[config.mk]
export PLATFORM = sky130hd
export DESIGN_NAME = cluster
export DESIGN_NICKNAME = d
export VERILOG_FILES = /design/src/verilog/cluster_cfg_pkg.sv /design/src/verilog/dcr_pkg.sv /design/src/verilog/gbar_bus_if.sv /design/src/verilog/cluster.sv /design/src/verilog/dcr_filter.sv /design/src/verilog/gbar_arb.sv /design/src/verilog/gbar_unit.sv /design/src/verilog/socket_ctrl.sv
export SDC_FILE = /design/constraint.sdc
export NUM_CORES = 1
export LEC_CHECK = 0
export BUFFER_PORTS_ARGS = -buffer_cell sky130_fd_sc_hd__buf_2
export CAP_MARGIN = 20
export CORE_AREA = 10 10 155 157
export CTS_CLUSTER_SIZE = 14
export DETAILED_ROUTE_END_ITERATION = 8
export DIE_AREA = 0 0 165 167
export PLACE_DENSITY = 0.85
export SYNTH_ARGS = -nofsm -noshare
export SYNTH_HDL_FRONTEND = slang
export SYNTH_SLANG_ARGS = --single-unit
[constraint.sdc]
create_clock -name clk -period 14.7 [get_ports clk]
set_input_delay 1.47 -clock clk [delete_from_list [all_inputs] [get_ports clk]]
set_output_delay 1.47 -clock clk [all_outputs]
set_load 0.01 [all_outputs]
[src/verilog/cluster_cfg_pkg.sv]
package cluster_cfg_pkg;

    // Socket limits
    localparam int MAX_SOCKETS = 8;
    localparam int SOCKET_IDX_W = $clog2(MAX_SOCKETS);

    // Barrier limits
    localparam int NUM_BARRIERS = 16;
    localparam int BAR_ID_W = $clog2(NUM_BARRIERS);

    // Index of the socket issuing a barrier request
    typedef logic [SOCKET_IDX_W-1:0] socket_idx_t;

    // Barrier id
    typedef logic [BAR_ID_W-1:0] bar_id_t;

    // Participant count minus one, so a full cluster fits in 3 bits
    typedef logic [SOCKET_IDX_W-1:0] bar_size_t;

endpackage

[src/verilog/dcr_pkg.sv]
package dcr_pkg;

    localparam int DCR_ADDR_W = 12;
    localparam int DCR_DATA_W = 32;

    typedef logic [DCR_ADDR_W-1:0] dcr_addr_t;
    typedef logic [DCR_DATA_W-1:0] dcr_data_t;

    // Base state window, end is exclusive
    localparam dcr_addr_t DCR_BASE_STATE_BEGIN = 12'h001;
    localparam dcr_addr_t DCR_BASE_STATE_END   = 12'h008;

    // Registers inside the base window
    localparam dcr_addr_t DCR_BASE_STARTUP_ADDR = 12'h001;

endpackage

[src/verilog/gbar_bus_if.sv]
`timescale 1ns/1ps

interface gbar_bus_if;
    import cluster_cfg_pkg::*;

    // Request side
    logic        req_valid;
    bar_id_t     req_id;
    bar_size_t   req_size_m1;
    socket_idx_t req_socket;
    logic        req_ready;

    // Release broadcast, single-cycle pulse
    logic        rsp_valid;
    bar_id_t     rsp_id;

    modport master (
        output req_valid, req_id, req_size_m1, req_socket,
        input  req_ready, rsp_valid, rsp_id
    );

    modport slave (
        input  req_valid, req_id, req_size_m1, req_socket,
        output req_ready, rsp_valid, rsp_id
    );

endinterface

[src/verilog/cluster.sv]
`timescale 1ns/1ps

module cluster #(
    parameter int NUM_SOCKETS = 4
) (
    input  logic                                         clk,
    input  logic                                         reset,
    input  logic                                         dcr_wr_valid,
    input  dcr_pkg::dcr_addr_t                           dcr_wr_addr,
    input  dcr_pkg::dcr_data_t                           dcr_wr_data,
    input  logic [NUM_SOCKETS-1:0]                       bar_valid,
    input  cluster_cfg_pkg::bar_id_t   [NUM_SOCKETS-1:0] bar_id,
    input  cluster_cfg_pkg::bar_size_t [NUM_SOCKETS-1:0] bar_size_m1,
    output dcr_pkg::dcr_data_t         [NUM_SOCKETS-1:0] startup_addr,
    output logic [NUM_SOCKETS-1:0]                       bar_release,
    output logic                                         busy
);
    import dcr_pkg::*;

    logic                   sock_dcr_valid;
    dcr_addr_t              sock_dcr_addr;
    dcr_data_t              sock_dcr_data;
    logic [NUM_SOCKETS-1:0] sock_busy;

    gbar_bus_if sock_bus_if [NUM_SOCKETS] ();
    gbar_bus_if unit_bus_if ();

    dcr_filter dcr_filter_inst (
        .clk       (clk),
        .reset     (reset),
        .in_valid  (dcr_wr_valid),
        .in_addr   (dcr_wr_addr),
        .in_data   (dcr_wr_data),
        .out_valid (sock_dcr_valid),
        .out_addr  (sock_dcr_addr),
        .out_data  (sock_dcr_data)
    );

    for (genvar i = 0; i < NUM_SOCKETS; i++) begin : g_socket
        socket_ctrl #(
            .SOCKET_ID (i)
        ) socket_ctrl_inst (
            .clk          (clk),
            .reset        (reset),
            .dcr_valid    (sock_dcr_valid),
            .dcr_addr     (sock_dcr_addr),
            .dcr_data     (sock_dcr_data),
            .bar_valid    (bar_valid[i]),
            .bar_id       (bar_id[i]),
            .bar_size_m1  (bar_size_m1[i]),
            .startup_addr (startup_addr[i]),
            .bar_release  (bar_release[i]),
            .busy         (sock_busy[i]),
            .gbar_bus_if  (sock_bus_if[i])
        );
    end

    gbar_arb #(
        .NUM_INPUTS (NUM_SOCKETS)
    ) gbar_arb_inst (
        .clk        (clk),
        .reset      (reset),
        .bus_in_if  (sock_bus_if),
        .bus_out_if (unit_bus_if)
    );

    gbar_unit gbar_unit_inst (
        .clk         (clk),
        .reset       (reset),
        .gbar_bus_if (unit_bus_if)
    );

    // Busy while any socket waits on a barrier
    assign busy = |sock_busy;

endmodule

[src/verilog/dcr_filter.sv]
`timescale 1ns/1ps

module dcr_filter (
    input  logic               clk,
    input  logic               reset,
    input  logic               in_valid,
    input  dcr_pkg::dcr_addr_t in_addr,
    input  dcr_pkg::dcr_data_t in_data,
    output logic               out_valid,
    output dcr_pkg::dcr_addr_t out_addr,
    output dcr_pkg::dcr_data_t out_data
);
    import dcr_pkg::*;

    logic in_range;

    assign in_range = (in_addr >= DCR_BASE_STATE_BEGIN) && (in_addr < DCR_BASE_STATE_END);

    always_ff @(posedge clk) begin
        if (reset) begin
            out_valid <= 1'b0;
        end else begin
            out_valid <= in_valid && in_range;
        end
    end

    // Only accepted writes load the payload
    always_ff @(posedge clk) begin
        if (in_valid && in_range) begin
            out_addr <= in_addr;
            out_data <= in_data;
        end
    end

    a_out_in_range: assert property (@(posedge clk) disable iff (reset)
        out_valid |-> (out_addr >= DCR_BASE_STATE_BEGIN) && (out_addr < DCR_BASE_STATE_END));

endmodule

[src/verilog/gbar_arb.sv]
`timescale 1ns/1ps

module gbar_arb #(
    parameter int NUM_INPUTS = 4
) (
    input  logic       clk,
    input  logic       reset,
    gbar_bus_if.slave  bus_in_if [NUM_INPUTS],
    gbar_bus_if.master bus_out_if
);
    import cluster_cfg_pkg::*;

    localparam int IDX_W = (NUM_INPUTS > 1) ? $clog2(NUM_INPUTS) : 1;

    logic [NUM_INPUTS-1:0] in_valid;
    logic [NUM_INPUTS-1:0] in_ready;
    logic [NUM_INPUTS-1:0] grant;
    bar_id_t               in_id      [NUM_INPUTS];
    bar_size_t             in_size_m1 [NUM_INPUTS];
    socket_idx_t           in_socket  [NUM_INPUTS];
    logic [IDX_W-1:0]      last_idx;
    logic [IDX_W-1:0]      grant_idx;

    for (genvar i = 0; i < NUM_INPUTS; i++) begin : g_in
        assign in_valid[i]   = bus_in_if[i].req_valid;
        assign in_id[i]      = bus_in_if[i].req_id;
        assign in_size_m1[i] = bus_in_if[i].req_size_m1;
        assign in_socket[i]  = bus_in_if[i].req_socket;
        assign in_ready[i]   = grant[i] && bus_out_if.req_ready;

        assign bus_in_if[i].req_ready = in_ready[i];
        assign bus_in_if[i].rsp_valid = bus_out_if.rsp_valid;
        assign bus_in_if[i].rsp_id    = bus_out_if.rsp_id;
    end

    // Scan from farthest to nearest so the first valid after last_idx wins
    always_comb begin
        grant     = '0;
        grant_idx = last_idx;
        for (int k = NUM_INPUTS; k >= 1; k--) begin
            if (in_valid[(int'(last_idx) + k) % NUM_INPUTS]) begin
                grant_idx = IDX_W'((int'(last_idx) + k) % NUM_INPUTS);
            end
        end
        if (|in_valid) begin
            grant[grant_idx] = 1'b1;
        end
    end

    assign bus_out_if.req_valid   = |in_valid;
    assign bus_out_if.req_id      = in_id[grant_idx];
    assign bus_out_if.req_size_m1 = in_size_m1[grant_idx];
    assign bus_out_if.req_socket  = in_socket[grant_idx];

    // Start so that input 0 has first priority
    always_ff @(posedge clk) begin
        if (reset) begin
            last_idx <= IDX_W'(NUM_INPUTS - 1);
        end else if (bus_out_if.req_valid && bus_out_if.req_ready) begin
            last_idx <= grant_idx;
        end
    end

    a_one_ready: assert property (@(posedge clk) disable iff (reset) $onehot0(in_ready));

endmodule

[src/verilog/gbar_unit.sv]
`timescale 1ns/1ps

module gbar_unit (
    input  logic      clk,
    input  logic      reset,
    gbar_bus_if.slave gbar_bus_if
);
    import cluster_cfg_pkg::*;

    localparam int CNT_W = $clog2(MAX_SOCKETS + 1);

    logic [MAX_SOCKETS-1:0] arrive_mask [NUM_BARRIERS];
    logic [MAX_SOCKETS-1:0] sock_bit;
    logic [MAX_SOCKETS-1:0] next_mask;
    logic [CNT_W-1:0]       arrive_cnt;
    logic                   req_fire;
    logic                   complete;
    logic                   rsp_valid_q;
    bar_id_t                rsp_id_q;

    // Never stalls, the arbiter grant is the only back-pressure
    assign gbar_bus_if.req_ready = 1'b1;

    assign req_fire   = gbar_bus_if.req_valid && gbar_bus_if.req_ready;
    assign sock_bit   = MAX_SOCKETS'(1) << gbar_bus_if.req_socket;
    assign next_mask  = arrive_mask[gbar_bus_if.req_id] | sock_bit;
    assign arrive_cnt = CNT_W'($countones(next_mask));
    assign complete   = arrive_cnt == (CNT_W'(gbar_bus_if.req_size_m1) + CNT_W'(1));

    always_ff @(posedge clk) begin
        if (reset) begin
            for (int i = 0; i < NUM_BARRIERS; i++) begin
                arrive_mask[i] <= '0;
            end
            rsp_valid_q <= 1'b0;
        end else begin
            rsp_valid_q <= req_fire && complete;
            if (req_fire) begin
                // Last arrival frees the id for reuse
                arrive_mask[gbar_bus_if.req_id] <= complete ? '0 : next_mask;
            end
        end
    end

    always_ff @(posedge clk) begin
        if (req_fire && complete) begin
            rsp_id_q <= gbar_bus_if.req_id;
        end
    end

    assign gbar_bus_if.rsp_valid = rsp_valid_q;
    assign gbar_bus_if.rsp_id    = rsp_id_q;

    // A socket must wait for release before it arrives at the same barrier again
    a_no_double_arrival: assert property (@(posedge clk) disable iff (reset)
        req_fire |-> !arrive_mask[gbar_bus_if.req_id][gbar_bus_if.req_socket]);

endmodule

[src/verilog/socket_ctrl.sv]
`timescale 1ns/1ps

module socket_ctrl #(
    parameter int SOCKET_ID = 0
) (
    input  logic                       clk,
    input  logic                       reset,
    input  logic                       dcr_valid,
    input  dcr_pkg::dcr_addr_t         dcr_addr,
    input  dcr_pkg::dcr_data_t         dcr_data,
    input  logic                       bar_valid,
    input  cluster_cfg_pkg::bar_id_t   bar_id,
    input  cluster_cfg_pkg::bar_size_t bar_size_m1,
    output dcr_pkg::dcr_data_t         startup_addr,
    output logic                       bar_release,
    output logic                       busy,
    gbar_bus_if.master                 gbar_bus_if
);
    import dcr_pkg::*;
    import cluster_cfg_pkg::*;

    typedef enum logic [1:0] {
        IDLE,
        REQUEST,
        WAIT
    } state_t;

    state_t    state;
    bar_id_t   req_id_q;
    bar_size_t req_size_q;
    logic      rsp_match;

    always_ff @(posedge clk) begin
        if (reset) begin
            startup_addr <= '0;
        end else if (dcr_valid && (dcr_addr == DCR_BASE_STARTUP_ADDR)) begin
            startup_addr <= dcr_data;
        end
    end

    assign rsp_match = gbar_bus_if.rsp_valid && (gbar_bus_if.rsp_id == req_id_q);

    always_ff @(posedge clk) begin
        if (reset) begin
            state <= IDLE;
        end else begin
            case (state)
                IDLE:    if (bar_valid) state <= REQUEST;
                REQUEST: if (gbar_bus_if.req_ready) state <= WAIT;
                WAIT:    if (rsp_match) state <= IDLE;
                default: state <= IDLE;
            endcase
        end
    end

    // Barrier fields held steady through REQUEST and WAIT
    always_ff @(posedge clk) begin
        if (state == IDLE && bar_valid) begin
            req_id_q   <= bar_id;
            req_size_q <= bar_size_m1;
        end
    end

    assign gbar_bus_if.req_valid   = (state == REQUEST);
    assign gbar_bus_if.req_id      = req_id_q;
    assign gbar_bus_if.req_size_m1 = req_size_q;
    assign gbar_bus_if.req_socket  = socket_idx_t'(SOCKET_ID);

    assign bar_release = (state == WAIT) && rsp_match;
    assign busy        = (state != IDLE);

endmodule
### Yosys cells after proc, flatten, opt, wreduce, memory -nomap -nowiden

Memories as Yosys holds them, arrays and structs flattened.
Cells that the tools add are included.

* logic and storage cells: 163
* input bits: 79
* memories: 1
* flip-flop bits (word level): 120
* bits in writable memories: 128

* shift operators: 1
* eq/ne operators: 26
* add/subtract/negate cells: 12
* muxes and demuxes: 53
* bitwise operators: 6
* reduce and logical (&&, ||, !) cells: 36
* order comparisons: 9

Memories
* gbar_unit_inst.arrive_mask: depth 16, width 8, read ports 1, clocked after Yosys merged registers in 0, wr ports 16, line gbar_unit.sv:12 `logic [MAX_SOCKETS-1:0] arrive_mask [NUM_BARRIERS];`

Operator list (number)
* 2-bit two-way mux: 16
* 2-bit case mux with 3 select lines: 4
* 4-bit == test: 5
* 1-bit logical AND: 17
* 3-bit by 4-bit less-than comparator with 1-bit output (second input constant): 4
* 4-bit two-way mux: 4
* 8-bit two-way mux: 2
* 2-bit by 1-bit inequality test with 1-bit output (second input constant): 8
* 1-bit two-way mux: 15
* 4-bit adder: 3
* 3-bit binary-select mux with 2-bit select: 2
* 12-bit by 1-bit == test with 1-bit output (second input constant): 1
* 12-bit by 1-bit greater-or-equal comparator with 1-bit output (second input constant): 1
* 12-bit by 4-bit less-than comparator with 1-bit output (second input constant): 1
* 3-bit two-way mux: 4
* 3-bit AND reduction: 4
* 1-bit by 1-bit adder with 2-bit output: 4
* 1-bit binary-select mux with 2-bit select: 4
* 4-bit binary-select mux with 2-bit select: 1
* 2-bit by 1-bit == test with 1-bit output (second input constant): 4
* 2-bit == test (second input constant): 4
* 2-bit logical NOT: 4
* 2-bit inequality test (second input constant): 4
* 8-bit bitwise OR: 1
* other kinds (14): 26

### Longest topological paths before layout

Gate-level depths: netlist (run 1).

* depth after elaboration: 22
* depth in mapped cells: 29
* gate-level depth less buffers: 24

### Hierarchy

From an unflattened synthesis (run 1), not the netlist that was laid out.

* cell total of the unflattened synthesis: 1267
* area total of the unflattened synthesis: 16326.9 um^2

Modules (own cells, without submodules)
* gbar_unit: area each 6736.5 um^2, cells each 461, times used 1
* socket_ctrl (g_socket[1].socket_ctrl_inst ...): area each 1890.6 um^2, cells each 174, times used 3
* socket_ctrl (g_socket[0].socket_ctrl_inst): area each 1886.8 um^2, cells each 173, times used 1
* dcr_filter: area each 1405.1 um^2, cells each 52, times used 1
* gbar_arb: area each 619.3 um^2, cells each 58, times used 1
* cluster: area each 7.5 um^2, cells each 1, times used 1

### Worst setup path after synthesis (run 1)

No wires, ideal clock.

* kind: input to register
* start: input dcr_wr_addr[4]
* end: register dcr_filter_inst.out_addr[0], enable pin
* stages: 2
* arrival: 6.420 ns
* buffers on the path: 0
* path slack: 7.719 ns
* setup time: 0.562 ns
* required time: 14.138 ns
* path through: or4b_2 nor4_1

* longest elaborated chain between the ends: 3
* elaborated cells on any way between the ends: 4
* classes of those cells: order compare: 2; reduce/logical: 2

RTL lines
* start, declared: line cluster.sv:9 `input dcr_pkg::dcr_addr_t dcr_wr_addr,`
* 12-bit by 1-bit greater-or-equal comparator with 1-bit output or 12-bit by 4-bit less-than comparator with 1-bit output (tied branches): line dcr_filter.sv:17 `assign in_range = (in_addr >= DCR_BASE_STATE_BEGIN) && (in_addr < DCR_BASE_STATE_END);`
* 1-bit logical AND *: line dcr_filter.sv:17
* 1-bit logical AND *: line dcr_filter.sv:29 `if (in_valid && in_range) begin`
* end signal, assigned: line dcr_filter.sv:30 `out_addr <= in_addr;`
* end, declared: line dcr_filter.sv:10 `output dcr_pkg::dcr_addr_t out_addr,`

Mark *: on every way between the ends. The rest lies on a longest branch, timed or not.
A chain may end at the register's enable or synchronous reset.

### Worst setup path in the final report (run 1)

* start: register g_socket[1].socket_ctrl_inst.state[0]
* end: register gbar_unit_inst.rsp_id_q[3] (netlist: gbar_unit_inst.gbar_bus_if.rsp_id[3]), enable pin

* longest elaborated chain between the ends: 19
* elaborated cells on any way between the ends: 41
* classes of those cells: add/sub: 8; eq/ne: 2; shift: 1; mux: 25; bitwise: 2; reduce/logical: 2; memory: 1

RTL lines
* start, declared: line socket_ctrl.sv:28 `state_t state;`
* start signal, assigned: line socket_ctrl.sv:45 `state <= IDLE;`
* start signal, assigned: line socket_ctrl.sv:48 `IDLE: if (bar_valid) state <= REQUEST;`
* start signal, assigned: line socket_ctrl.sv:49 `REQUEST: if (gbar_bus_if.req_ready) state <= WAIT;`
* 2-bit by 1-bit == test with 1-bit output *: line socket_ctrl.sv:64 `assign gbar_bus_if.req_valid = (state == REQUEST);`
* 1-bit binary-select mux with 2-bit select: line gbar_arb.sv:41 `if (in_valid[(int'(last_idx) + k) % NUM_INPUTS]) begin`
* 1-bit two-way mux (implied by the code) (2 in a row): line gbar_arb.sv:41
* 2-bit two-way mux (4 in a row): line gbar_arb.sv:41
* 2-bit inverter with 3-bit output (implied by the code): line gbar_arb.sv:51, gbar_arb.sv:52, gbar_arb.sv:53
* 4-bit binary-select mux with 2-bit select or 3-bit binary-select mux with 2-bit select (tied branches): line gbar_arb.sv:51, gbar_arb.sv:53
* 4-bit two-way mux (implied by the code) or 3-bit two-way mux (tied branches) (2 in a row): line gbar_arb.sv:51, gbar_arb.sv:53
* memory read 16 x 8 bit or 1-bit by 3-bit << shifter with 8-bit output (tied branches)
* 8-bit bitwise OR: line gbar_unit.sv:26 `assign next_mask = arrive_mask[gbar_bus_if.req_id] | sock_bit;`
* 1-bit by 1-bit adder with 2-bit output (implied by the code): line gbar_unit.sv:27 `assign arrive_cnt = CNT_W'($countones(next_mask));`
* 4-bit adder (implied by the code) (2 in a row): line gbar_unit.sv:27
* 4-bit == test: line gbar_unit.sv:28 `assign complete = arrive_cnt == (CNT_W'(gbar_bus_if.req_size_m1) + CNT_W'(1));`
* 1-bit logical AND *: line gbar_unit.sv:46 `if (req_fire && complete) begin`
* end signal, assigned: line gbar_unit.sv:47 `rsp_id_q <= gbar_bus_if.req_id;`
* end, declared: line gbar_unit.sv:19 `bar_id_t rsp_id_q;`

Mark *: on every way between the ends. The rest lies on a longest branch, timed or not. The select of a mux whose other input is x is not followed.

==> results.py, run 1 <==
metrics = {
    "clock_tree": {
        "cts_max_path_buffers": 3,
        "clkTransAtPathRegs_ps": 60,
        "cts_made_buffers": 26,
        "cts_max_level": 1,
        "cts_resized": 0,
        "cts-hold-fix-buffers": 0,
        "clkLatencyLatePin_ps": 530,
        "post_cts_buffers": 0,
        "cts-root-buf": "clkbuf_16",
        "cts_tree": "built",
        "clock-sinks": 248,
    },
    "yosys": {
        "async_flop_share_pct": 0,
        "syn_area_um2": 12590,
        "synthesis.nets": 1074,
        "synth_ff_type": "edfxtp_1",
        "synth-edff-count": 204,
        "syn_area_per_cell_um2": 12.79,
        "yosys_register_bits": 248,
        "yosysSeqAreaShare_pct": 55.66,
        "synth_warnings": 0,
        "synthCells": 984,
        "ys_types": 69,
    },
    "min_path": {
        "hold_path_end": "g_socket[3].socket_ctrl_inst.startup_addr[27]",
        "hp-class": "flop to flop",
        "hold_start": "dcr_filter_inst.out_data[27]",
        "hold-path-cell-count": 2,
    },
    "floorplanning": {
        "io_pins": 212,
        "rows": 53,
        "core_um2": 20820,
        "initial_core_util_pct": 60.46,
        "die_h_um": 167,
        "die-area_um2": 27560,
        "die_w_um": 165,
    },
    "place": {
        "placed_cells": 1338,
        "gp_congestion": 0.8479,
        "hpwl_mm": 21.89,
        "pre_cts_ws_ps": 6555,
        "io_buffer_count": 211,
    },
    "timing": {
        "clock.fmax_mhz": 120.6,
        "setup_viol": 0,
        "rsz0062_at_grt": "false",
        "worst-slew-pin-transition_ps": 1148,
        "finalMaxSlewViolations": 0,
        "fin_crit_sh_pct": 56.39,
        "slew_headroom_pct": 23.45,
        "finalClockSkew_ps": 12.40,
        "fin_setup_tns_ps": 0,
        "setup_slack_ps": 6411,
        "hold_viol": 0,
        "fin_crit_ps": 8289,
    },
    "critical_path": {
        "r2r-start": "g_socket[1].socket_ctrl_inst.state[0]",
        "crit_required_ps": 14890,
        "rrSetupSlack_ps": 6410,
        "r2r-end": "gbar_unit_inst.gbar_bus_if.rsp_id[3]",
        "crit_fanout": 53,
        "slowest_delay_ps": 1050,
        "cp_data_arrival_time_ps": 8480,
        "cpMaxStageDelayCell": "a2111oi_4",
        "rr_worst_depth": 25,
        "start_kind": "flop",
        "crit_type": "flop to flop",
        "end_kind": "flop",
    },
    "routing": {
        "remaining_drc_errors": 0,
        "drtIter0Drc": 863,
        "viasPerCell": 6.022,
        "ant_nets": 0,
        "dr.pass1.iters": 5,
        "vias": 8352,
        "wl_mm": 31.10,
        "routedWlPerCell_um": 22.43,
    },
    "global_route": {
        "grt_use_total_pct": 22.23,
        "grt_max_degree": 64,
        "top_usage_layer": "met2",
        "gr-usage-met2_pct": 37.30,
        "met1_usage_pct": 27.58,
        "grt_pass1_wl_mm": 49.13,
        "grtUsageMet3_pct": 5.227,
        "globalRouteOverflowTotal": 0,
        "grt_pass1_vias": 8741,
        "antenna_found_initial": 0,
    },
    "run_status": {
        "outcome": "completed",
    },
    "final_layout": {
        "syn2layout_area_growth_pct": 10.44,
        "fin_util_pct": 66.76,
        "drive_gt1_share_pct": 35.34,
        "diodes": 0,
        "fin_nets": 1182,
        "final_cell_count_no_fill": 1387,
    },
    "run": {
        "max_cap_violations": 0,
    },
}
[stage by stage]
step / cell area, um2 / hold WS [ps]
finish: 13900 / 476.4
global route: 13900 / 498.8
detailed placement: 13040 / 468.3
CTS: 13900 / 479.5
global placement: 13030 / 454.6
floorplan: 12590 / 452.5
[state kept, by name (all words and copies together) (netlist names)]
name	flops
g_socket.socket_ctrl_inst.gbar_bus_if.req_id	16
gbar_arb_inst.last_idx	2
g_socket.socket_ctrl_inst.state	8
g_socket.socket_ctrl_inst.startup_addr	32
gbar_unit_inst.arrive_mask	128
gbar_unit_inst.gbar_bus_if.rsp_valid	1
dcr_filter_inst.out_data	32
dcr_filter_inst.out_addr	12
gbar_unit_inst.gbar_bus_if.rsp_id	4
dcr_filter_inst.out_valid	1
g_socket.socket_ctrl_inst.gbar_bus_if.req_size_m1	12
[metal layers]
metal	up-vias	share of wire (%)
li1	3790	-
met1	4015	38
met2	485	51
met3	62	9.4
met4	0	2.2
met5	-	0
[worst max-delay path by stage]
stage | depth (start not counted) | slack [ps] | endpoint | start
final | 25 | 6410 | gbar_unit_inst.gbar_bus_if.rsp_id[3] | g_socket[1].socket_ctrl_inst.state[0]
after floorplan | 2 | 7720 | dcr_filter_inst.out_addr[0] | dcr_wr_addr[4]
after global placement | 26 | 6760 | gbar_unit_inst.arrive_mask[1][4] | g_socket[1].socket_ctrl_inst.state[0]
after global routing | 25 | 5910 | gbar_unit_inst.gbar_bus_if.rsp_id[3] | g_socket[1].socket_ctrl_inst.state[0]
after detailed placement | 25 | 6560 | gbar_unit_inst.gbar_bus_if.rsp_id[0] | g_socket[1].socket_ctrl_inst.state[0]
after CTS | 25 | 6490 | gbar_unit_inst.gbar_bus_if.rsp_id[3] | g_socket[1].socket_ctrl_inst.state[0]
[synth_stat cells (all sizes together) (2+ instances only)]
library cell	number	area (um2)
xor2	14	122.6
nor2b	3	18.77
nor4	9	86.33
a2111oi	10	206.5
nor3	117	835.8
mux2i	59	590.6
or4b	2	20.02
a311oi	22	345.3
nand3b	4	30.03
ha	7	87.58
o211ai	8	70.06
and3	22	142.6
xnor2	4	35.03
buf	142	1089
mux2	5	63.81
edfxtp	204	6126
a21o	16	120.1
nand2b	5	31.28
nand3	72	500.5
nor3b	9	67.56
a211oi	20	150.1
a21oi	6	30.03
nand2	39	148.9
fa	4	80.08
clkbuf	15	56.30
o21ai	7	57.55
o31ai	2	28.78
a21boi	2	26.28
and2b	2	15.01
or3b	2	20.02
dfxtp	44	880.8
inv	16	60.06
clkinv	3	18.77
nor2	77	321.5
[final cells by class]
| class | count | area (um2) |
|---|---|---|
| repair buffers | 237 | 1249 |
| flip-flops and latches | 248 | 7007 |
| clock buffers | 35 | 789.5 |
| clock inverters | 13 | 70.07 |
| multi-input cells | 560 | 4364 |
| fillers | 1479 | 6920 |
| inverters | 19 | 78.83 |
| well taps | 275 | 344.1 |
[kinds of logic (layout without fill, tap and decap cells)]
group / after synthesis / count (layout) / share of synthesized area [%]
multiplexers: 65 / 65 / 5.377
adder cells (fa/ha/maj): 11 / 11 / 1.332
flip-flops: 248 / 248 / 55.66
AO/OA/AOI/OAI: 99 / 99 / 8.637
AND/OR/NAND/NOR: 367 / 367 / 18.02
buffers and inverters: 176 / 304 / 9.721
XOR/XNOR: 18 / 18 / 1.252
[placed cells by master (no fill, tap or decap), types with 4 or more instances in the layout]
master,Yosys,final
nand3b_1,4,4
nand2b_1,5,5
mux2i_1,59,59
nand2_1,38,38
and3_1,21,21
buf_4,114,25
nor3_2,50,50
nand3_4,8,8
o21ai_1,4,4
a21o_1,16,16
inv_1,16,16
o211ai_1,6,6
a2111oi_4,6,6
a211oi_1,20,20
clkbuf_16,0,30
nor3b_1,9,9
nand3_1,56,56
xnor2_1,4,4
buf_2,10,211
fa_1,4,4
dfxtp_1,44,44
clkinv_2,2,8
a21oi_1,6,6
xor2_1,14,14
nand3_2,8,8
edfxtp_1,204,204
a311oi_4,8,8
a311oi_1,12,12
ha_1,7,7
clkinv_1,0,4
nor2_1,70,70
nor4_1,7,6
nor3_1,67,67
nor2_2,4,4
[worst max-delay path: cells and delay by family, from the launching register on]
family          cells  cell delay, ps
fa+ha+maj           5            1880
xor+xnor            1             190
buf+inv             6            1320
flops               1             480
compound gates      8            2250
simple gates        5            1750
Power of run 1 is left out: the tool's default activity adds up to more than one toggle a clock period on the data nets, which glitch-free logic cannot reach.
==> run 2, diff against run 1 <==
--- a/config.mk
+++ b/config.mk
@@ -7,11 +7,11 @@
 export LEC_CHECK = 0
 export BUFFER_PORTS_ARGS = -buffer_cell sky130_fd_sc_hd__buf_2
 export CAP_MARGIN = 20
-export CORE_AREA = 10 10 155 157
+export CORE_AREA = 10 10 169 171
 export CTS_CLUSTER_SIZE = 14
 export DETAILED_ROUTE_END_ITERATION = 8
-export DIE_AREA = 0 0 165 167
-export PLACE_DENSITY = 0.85
+export DIE_AREA = 0 0 179 181
+export PLACE_DENSITY = 0.75
 export SYNTH_ARGS = -nofsm -noshare
 export SYNTH_HDL_FRONTEND = slang
 export SYNTH_SLANG_ARGS = --single-unit
==> constraint.sdc (replaced) <==
create_clock -name clk -period 7.4 [get_ports clk]
set_input_delay 0.74 -clock clk [delete_from_list [all_inputs] [get_ports clk]]
set_output_delay 0.74 -clock clk [all_outputs]
set_load 0.01 [all_outputs]
==> run 2 against run 1 <==
Compared with the run above: worst setup slack worse by 5900 ps; hold slack worse by 98 ps; utilization is 11 points lower; critical path depth stayed put; die area is 18% higher; cell count is 4.6% higher; design area is 1.0% higher.
==> results.py, run 2 (same netlist as run 1, synthesis figures left out) <==
metrics = {
    "critical_path": {
        "end_kind": "flop",
        "crit_required_ps": 7760,
        "crit_type": "flop to flop",
        "slowest_delay_ps": 540,
        "cp_data_arrival_time_ps": 7280,
        "crit_fanout": 45,
        "cpMaxStageDelayCell": "fa_1",
        "start_kind": "flop",
    },
    "min_path": {
        "hp-class": "input port to flop",
    },
    "clock_tree": {
        "clkLatencyLatePin_ps": 530,
        "clock-sinks": 248,
        "post_cts_buffers": 0,
        "cts_tree": "built",
        "cts_max_level": 1,
        "cts_max_path_buffers": 3,
        "cts-root-buf": "clkbuf_16",
        "cts_made_buffers": 26,
        "clkTransAtPathRegs_ps": 70,
    },
    "floorplanning": {
        "die_w_um": 179,
        "io_pins": 212,
        "die_h_um": 181,
        "initial_core_util_pct": 50.28,
        "core_um2": 25040,
        "rows": 58,
        "die-area_um2": 32400,
    },
    "final_layout": {
        "layout_commonest_cell": "buf_2",
        "final_cell_mix": "buf_2, edfxtp_1, nor2_1",
        "regArea_um2": 7007,
        "fin_util_pct": 56.11,
        "top_register": "gbar_unit_inst.arrive_mask",
        "largest_reg_flops": 128,
        "fin_nets": 1191,
        "final_cell_count_no_fill": 1451,
        "syn2layout_area_growth_pct": 11.59,
        "multiInputGateArea_um2": 4374,
        "fill_cells": 2022,
        "reg.largest.list": "gbar_unit_inst.arrive_mask (128), dcr_filter_inst.out_data (32), g_socket.socket_ctrl_inst.startup_addr (32)",
        "drive_gt1_share_pct": 35.59,
        "diodes": 0,
    },
    "timing": {
        "rsz0062_at_grt": "false",
        "slew_headroom_pct": 36.26,
        "finalClockSkew_ps": 12.99,
        "setup_viol": 0,
        "fin_setup_tns_ps": 0,
        "finalMaxSlewViolations": 0,
        "fin_crit_ps": 6923,
        "worst-slew-pin-transition_ps": 949.0,
        "clock.fmax_mhz": 144.4,
        "hold_viol": 0,
        "fin_crit_sh_pct": 93.56,
        "setup_slack_ps": 476.6,
    },
    "routing": {
        "remaining_drc_errors": 0,
        "vias": 8577,
        "routedWlPerCell_um": 23.30,
        "drtIter0Drc": 893,
        "wl_mm": 33.81,
        "viasPerCell": 5.911,
        "dr.pass1.iters": 5,
        "ant_nets": 0,
    },
    "global_route": {
        "antenna_found_initial": 0,
        "grt_pass1_wl_mm": 52.11,
        "grt_max_degree": 64,
        "globalRouteOverflowTotal": 0,
        "grt_use_total_pct": 20.48,
        "grt_pass1_vias": 8954,
    },
    "place": {
        "gp_congestion": 0.9154,
        "pre_cts_ws_ps": 399.7,
        "hpwl_mm": 23.30,
        "placed_cells": 1402,
        "io_buffer_count": 211,
    },
    "run": {
        "max_cap_violations": 0,
    },
    "run_status": {
        "outcome": "completed",
    },
}
## run 2: worst paths after layout
| kind | from | end | slack [ps] | cells past startpoint |
|---|---|---|---|---|
| max | g_socket[1].socket_ctrl_inst.state[1] | gbar_unit_inst.arrive_mask[1][5] | 480 | 25 |
| min | bar_id[8] | g_socket[2].socket_ctrl_inst.gbar_bus_if.req_id[0] | 380 | 1 |
| max reg2reg | g_socket[1].socket_ctrl_inst.state[1] | gbar_unit_inst.arrive_mask[1][5] | 480 | 25 |
| min reg2reg | dcr_filter_inst.out_data[17] | g_socket[3].socket_ctrl_inst.startup_addr[17] | 470 | 2 |
## run 2: through the flow
step / area, um2 / hold slack [ps]
2_1_floorplan: 12590 / 452.5
3_3_place_gp: 13210 / 454.4
3_5_place_dp: 13210 / 464.4
4_1_cts: 14030 / 366.1
5_1_grt: 14050 / 370.4
6_report: 14050 / 378.5
## run 2: cell type report
| type | count | area share [%] |
|---|---|---|
| Tap cell | 330 | 2.939 |
| Timing Repair Buffer | 246 | 9.664 |
| Sequential cell | 248 | 49.88 |
| Multi-Input combinational cell | 560 | 31.14 |
| Clock buffer | 32 | 5.015 |
| Clock inverter | 16 | 0.8016 |
| Inverter | 19 | 0.5611 |
## run 2: worst max-delay path, delay by kind of cell (launching register included)
| kind | cells | cell delay (ps) |
|---|---|---|
| buffers and inverters | 5 | 800 |
| multiplexers | 2 | 560 |
| AO/OA/AOI/OAI | 5 | 1500 |
| AND/OR/NAND/NOR | 7 | 1370 |
| flip-flops | 1 | 500 |
| XOR/XNOR | 1 | 190 |
| adder cells (fa/ha/maj) | 5 | 1790 |
## run 2: repair_timing
item | CTS | global route
hold buffers | 0 | 0
resized for setup | 0 | 3
endpoints found under the setup margin | 0 | 34
## run 2: per-layer routing
metal | track usage [%] | part of all wire (%)
met5 | 0 | 0
met4 | 6.781 | 2.9
met3 | 5.067 | 9.9
met2 | 33.85 | 49
met1 | 25.57 | 38
Power of run 2 is left out for the same reason.
==> run 3, diff against run 2 <==
--- a/config.mk
+++ b/config.mk
@@ -5,13 +5,14 @@
 export SDC_FILE = /design/constraint.sdc
 export NUM_CORES = 1
 export LEC_CHECK = 0
+export ABC_AREA = 1
 export BUFFER_PORTS_ARGS = -buffer_cell sky130_fd_sc_hd__buf_2
 export CAP_MARGIN = 20
-export CORE_AREA = 10 10 169 171
+export CORE_AREA = 10 10 154 156
 export CTS_CLUSTER_SIZE = 14
 export DETAILED_ROUTE_END_ITERATION = 8
-export DIE_AREA = 0 0 179 181
-export PLACE_DENSITY = 0.75
+export DIE_AREA = 0 0 164 166
+export PLACE_DENSITY = 0.85
 export SYNTH_ARGS = -nofsm -noshare
 export SYNTH_HDL_FRONTEND = slang
 export SYNTH_SLANG_ARGS = --single-unit
==> constraint.sdc (replaced) <==
create_clock -name clk -period 8.3 [get_ports clk]
set_input_delay 0.83 -clock clk [delete_from_list [all_inputs] [get_ports clk]]
set_output_delay 0.83 -clock clk [all_outputs]
set_load 0.01 [all_outputs]
==> run 3 against run 2 <==
Compared with the run above: design area decreased by 3.1%; routed wire length decreased by 8.8%; fmax decreased by 3.5%; flip-flop and latch count unchanged; sequential share of layout area increased by 1.6 points; synthesized cell count increased by 32%.
==> results.py, run 3 <==
metrics = {
    "final_layout": {
        "final_cell_mix": "nand2_1, buf_2, edfxtp_1",
        "fin_nets": 1481,
        "top_register": "gbar_unit_inst.arrive_mask",
        "layout_commonest_cell": "nand2_1",
        "diodes": 0,
        "largest_reg_flops": 128,
        "fill_cells": 1536,
        "syn2layout_area_growth_pct": 10.12,
        "drive_gt1_share_pct": 25.53,
        "reg.largest.list": "gbar_unit_inst.arrive_mask (128), dcr_filter_inst.out_data (32), g_socket.socket_ctrl_inst.startup_addr (32)",
    },
    "clock_tree": {
        "cts_resized": 0,
        "cts-hold-fix-buffers": 0,
        "cts_max_level": 1,
        "clkLatencyLatePin_ps": 530,
        "post_cts_buffers": 0,
        "clock-sinks": 248,
        "cts_made_buffers": 26,
        "cts_max_path_buffers": 3,
        "cts-root-buf": "clkbuf_16",
        "cts_tree": "built",
        "clkTransAtPathRegs_ps": 60,
    },
    "floorplanning": {
        "die_h_um": 166,
        "initial_core_util_pct": 59.75,
        "die-area_um2": 27220,
        "io_pins": 212,
        "rows": 53,
        "die_w_um": 164,
        "core_um2": 20690,
    },
    "global_route": {
        "grt_max_degree": 63,
        "grt_use_total_pct": 22.29,
        "grt_pass1_wl_mm": 48.98,
        "globalRouteOverflowTotal": 0,
        "grt_pass1_vias": 9264,
        "antenna_found_initial": 0,
    },
    "routing": {
        "ant_nets": 0,
        "drtIter0Drc": 831,
        "remaining_drc_errors": 0,
        "dr.pass1.iters": 5,
        "vias": 9117,
        "viasPerCell": 5.411,
        "wl_mm": 30.85,
        "routedWlPerCell_um": 18.31,
    },
    "timing": {
        "finalClockSkew_ps": 13.25,
        "rsz0062_at_grt": "false",
        "worst-slew-pin-transition_ps": 947.8,
        "fin_crit_sh_pct": 86.41,
        "finalMaxSlewViolations": 0,
        "slew_headroom_pct": 36.58,
        "fin_crit_ps": 7172,
        "fin_setup_tns_ps": 0,
        "setup_viol": 0,
        "clock.fmax_mhz": 139.4,
        "hold_viol": 0,
    },
    "critical_path": {
        "start_kind": "flop",
        "end_kind": "flop",
        "crit_family": "simple AND/OR/NAND/NOR gates",
        "crit_required_ps": 8560,
        "crit_fanout": 33,
        "cp_data_arrival_time_ps": 7430,
        "slowest_delay_ps": 550,
        "critPathBufInv": 7,
        "rrSetupSlack_ps": 1130,
        "crit_path_frequent_cell": "nand2_1",
        "cpMaxStageDelayCell": "fa_1",
        "crit_type": "flop to flop",
    },
    "yosys": {
        "synthCells": 1295,
        "synth_warnings": 0,
        "async_flop_share_pct": 0,
        "yosys-top-cells-count": "nand2_1, edfxtp_1, inv_1",
        "yosysSeqAreaShare_pct": 56.67,
        "syn_area_per_cell_um2": 9.547,
        "syn_area_um2": 12360,
        "yosys_register_bits": 248,
        "synth.most_common_cell": "nand2_1",
        "synth.top_cells.by_area": "edfxtp_1, nand2_1, dfxtp_1",
        "ys_types": 41,
        "synth_largest_area_cell": "edfxtp_1",
        "synth_ff_type": "edfxtp_1",
        "synth-edff-count": 204,
        "yosysTopAreaCellShare_pct": 49.55,
        "synthesis.nets": 1385,
    },
    "run_status": {
        "outcome": "completed",
    },
    "run": {
        "max_cap_violations": 0,
    },
    "place": {
        "io_buffer_count": 211,
        "gp_congestion": 0.8953,
        "hpwl_mm": 21.65,
    },
    "min_path": {
        "hp-class": "input port to flop",
    },
}
run 3: cell count changes in the layout (fill, tap and decap cells not counted), moves of 29 or more:
cell / before / now
nor3_1: 66 / 19
nor2_2: 3 / 37
nor3_2: 51 / 22
inv_1: 16 / 130
mux2i_1: 59 / 0
nand2_1: 38 / 341
o21ai_0: 1 / 43
nor2_1: 70 / 102
a21oi_1: 6 / 41
run 3: kinds of logic (layout without fill, tap and decap cells):
kind of cell / after synthesis / count (layout) / synth area share (%)
AND/OR/NAND/NOR: 620 / 620 / 23.33
buffers and inverters: 298 / 413 / 13.17
flip-flops: 248 / 248 / 56.67
AO/OA/AOI/OAI: 112 / 112 / 5.050
adder cells (fa/ha/maj): 11 / 11 / 1.356
XOR/XNOR: 6 / 6 / 0.4251
run 3: per-layer routing:
| metal | part of all wire, % | global-route usage [%] | vias up |
|---|---|---|---|
| met3 | 9.3 | 6.024 | 66 |
| met5 | 0 | 0 | - |
| li1 | - | - | 4298 |
| met1 | 37 | 25.70 | 4286 |
| met2 | 51 | 39.08 | 467 |
| met4 | 2.6 | 7.151 | 0 |
run 3: worst reg2reg max path, delay by kind of cell (launching register included):
family                     cells  cell delay, ps
adders and majority gates      5            1760
and+or+nand+nor               23            3720
AOI/OAI and AO/OA              1              50
buffers and inverters          7             660
xor gates and xnor gates       1             150
DFF                            1             530
run 3: cell type report:
class	instances	area (um2)	area share [%]
flip-flops and latches	248	7007	51.47
clock inverters	11	125.1	0.9190
clock buffers	36	709.4	5.211
repair buffers	220	1134	8.326
inverters	146	553.0	4.062
well taps	275	344.1	2.527
multi-input cells	749	3742	27.49
run 3: path summary, 6_finish.rpt:
| path | from | to | cells after the start |
|---|---|---|---|
| setup / recovery | gbar_arb_inst.last_idx[0] | gbar_unit_inst.arrive_mask[6][2] | 37 |
| hold / removal | bar_id[8] | g_socket[2].socket_ctrl_inst.gbar_bus_if.req_id[0] | 1 |
| setup reg to reg | gbar_arb_inst.last_idx[0] | gbar_unit_inst.arrive_mask[6][2] | 37 |
| hold reg to reg | dcr_filter_inst.out_data[13] | g_socket[3].socket_ctrl_inst.startup_addr[13] | 2 |
run 3: stage by stage:
| step | utilization (%) | cells | hold slack (ps) | cell area [um2] | worst slack, ps |
|---|---|---|---|---|---|
| finish | 65.80 | 1685 | 472.3 | 13610 | 1128 |
| global route | 65.80 | 1685 | 455.4 | 13610 | 554.3 |
| CTS | 65.74 | 1683 | 460.5 | 13600 | 1259 |
| detailed placement | 61.71 | 1636 | 474.4 | 12770 | 1313 |
| global placement | 61.61 | 1635 | 462.9 | 12750 | 1435 |
| floorplan | - | 1295 | 459.4 | 12360 | 2785 |
Power of run 3 is left out for the same reason.
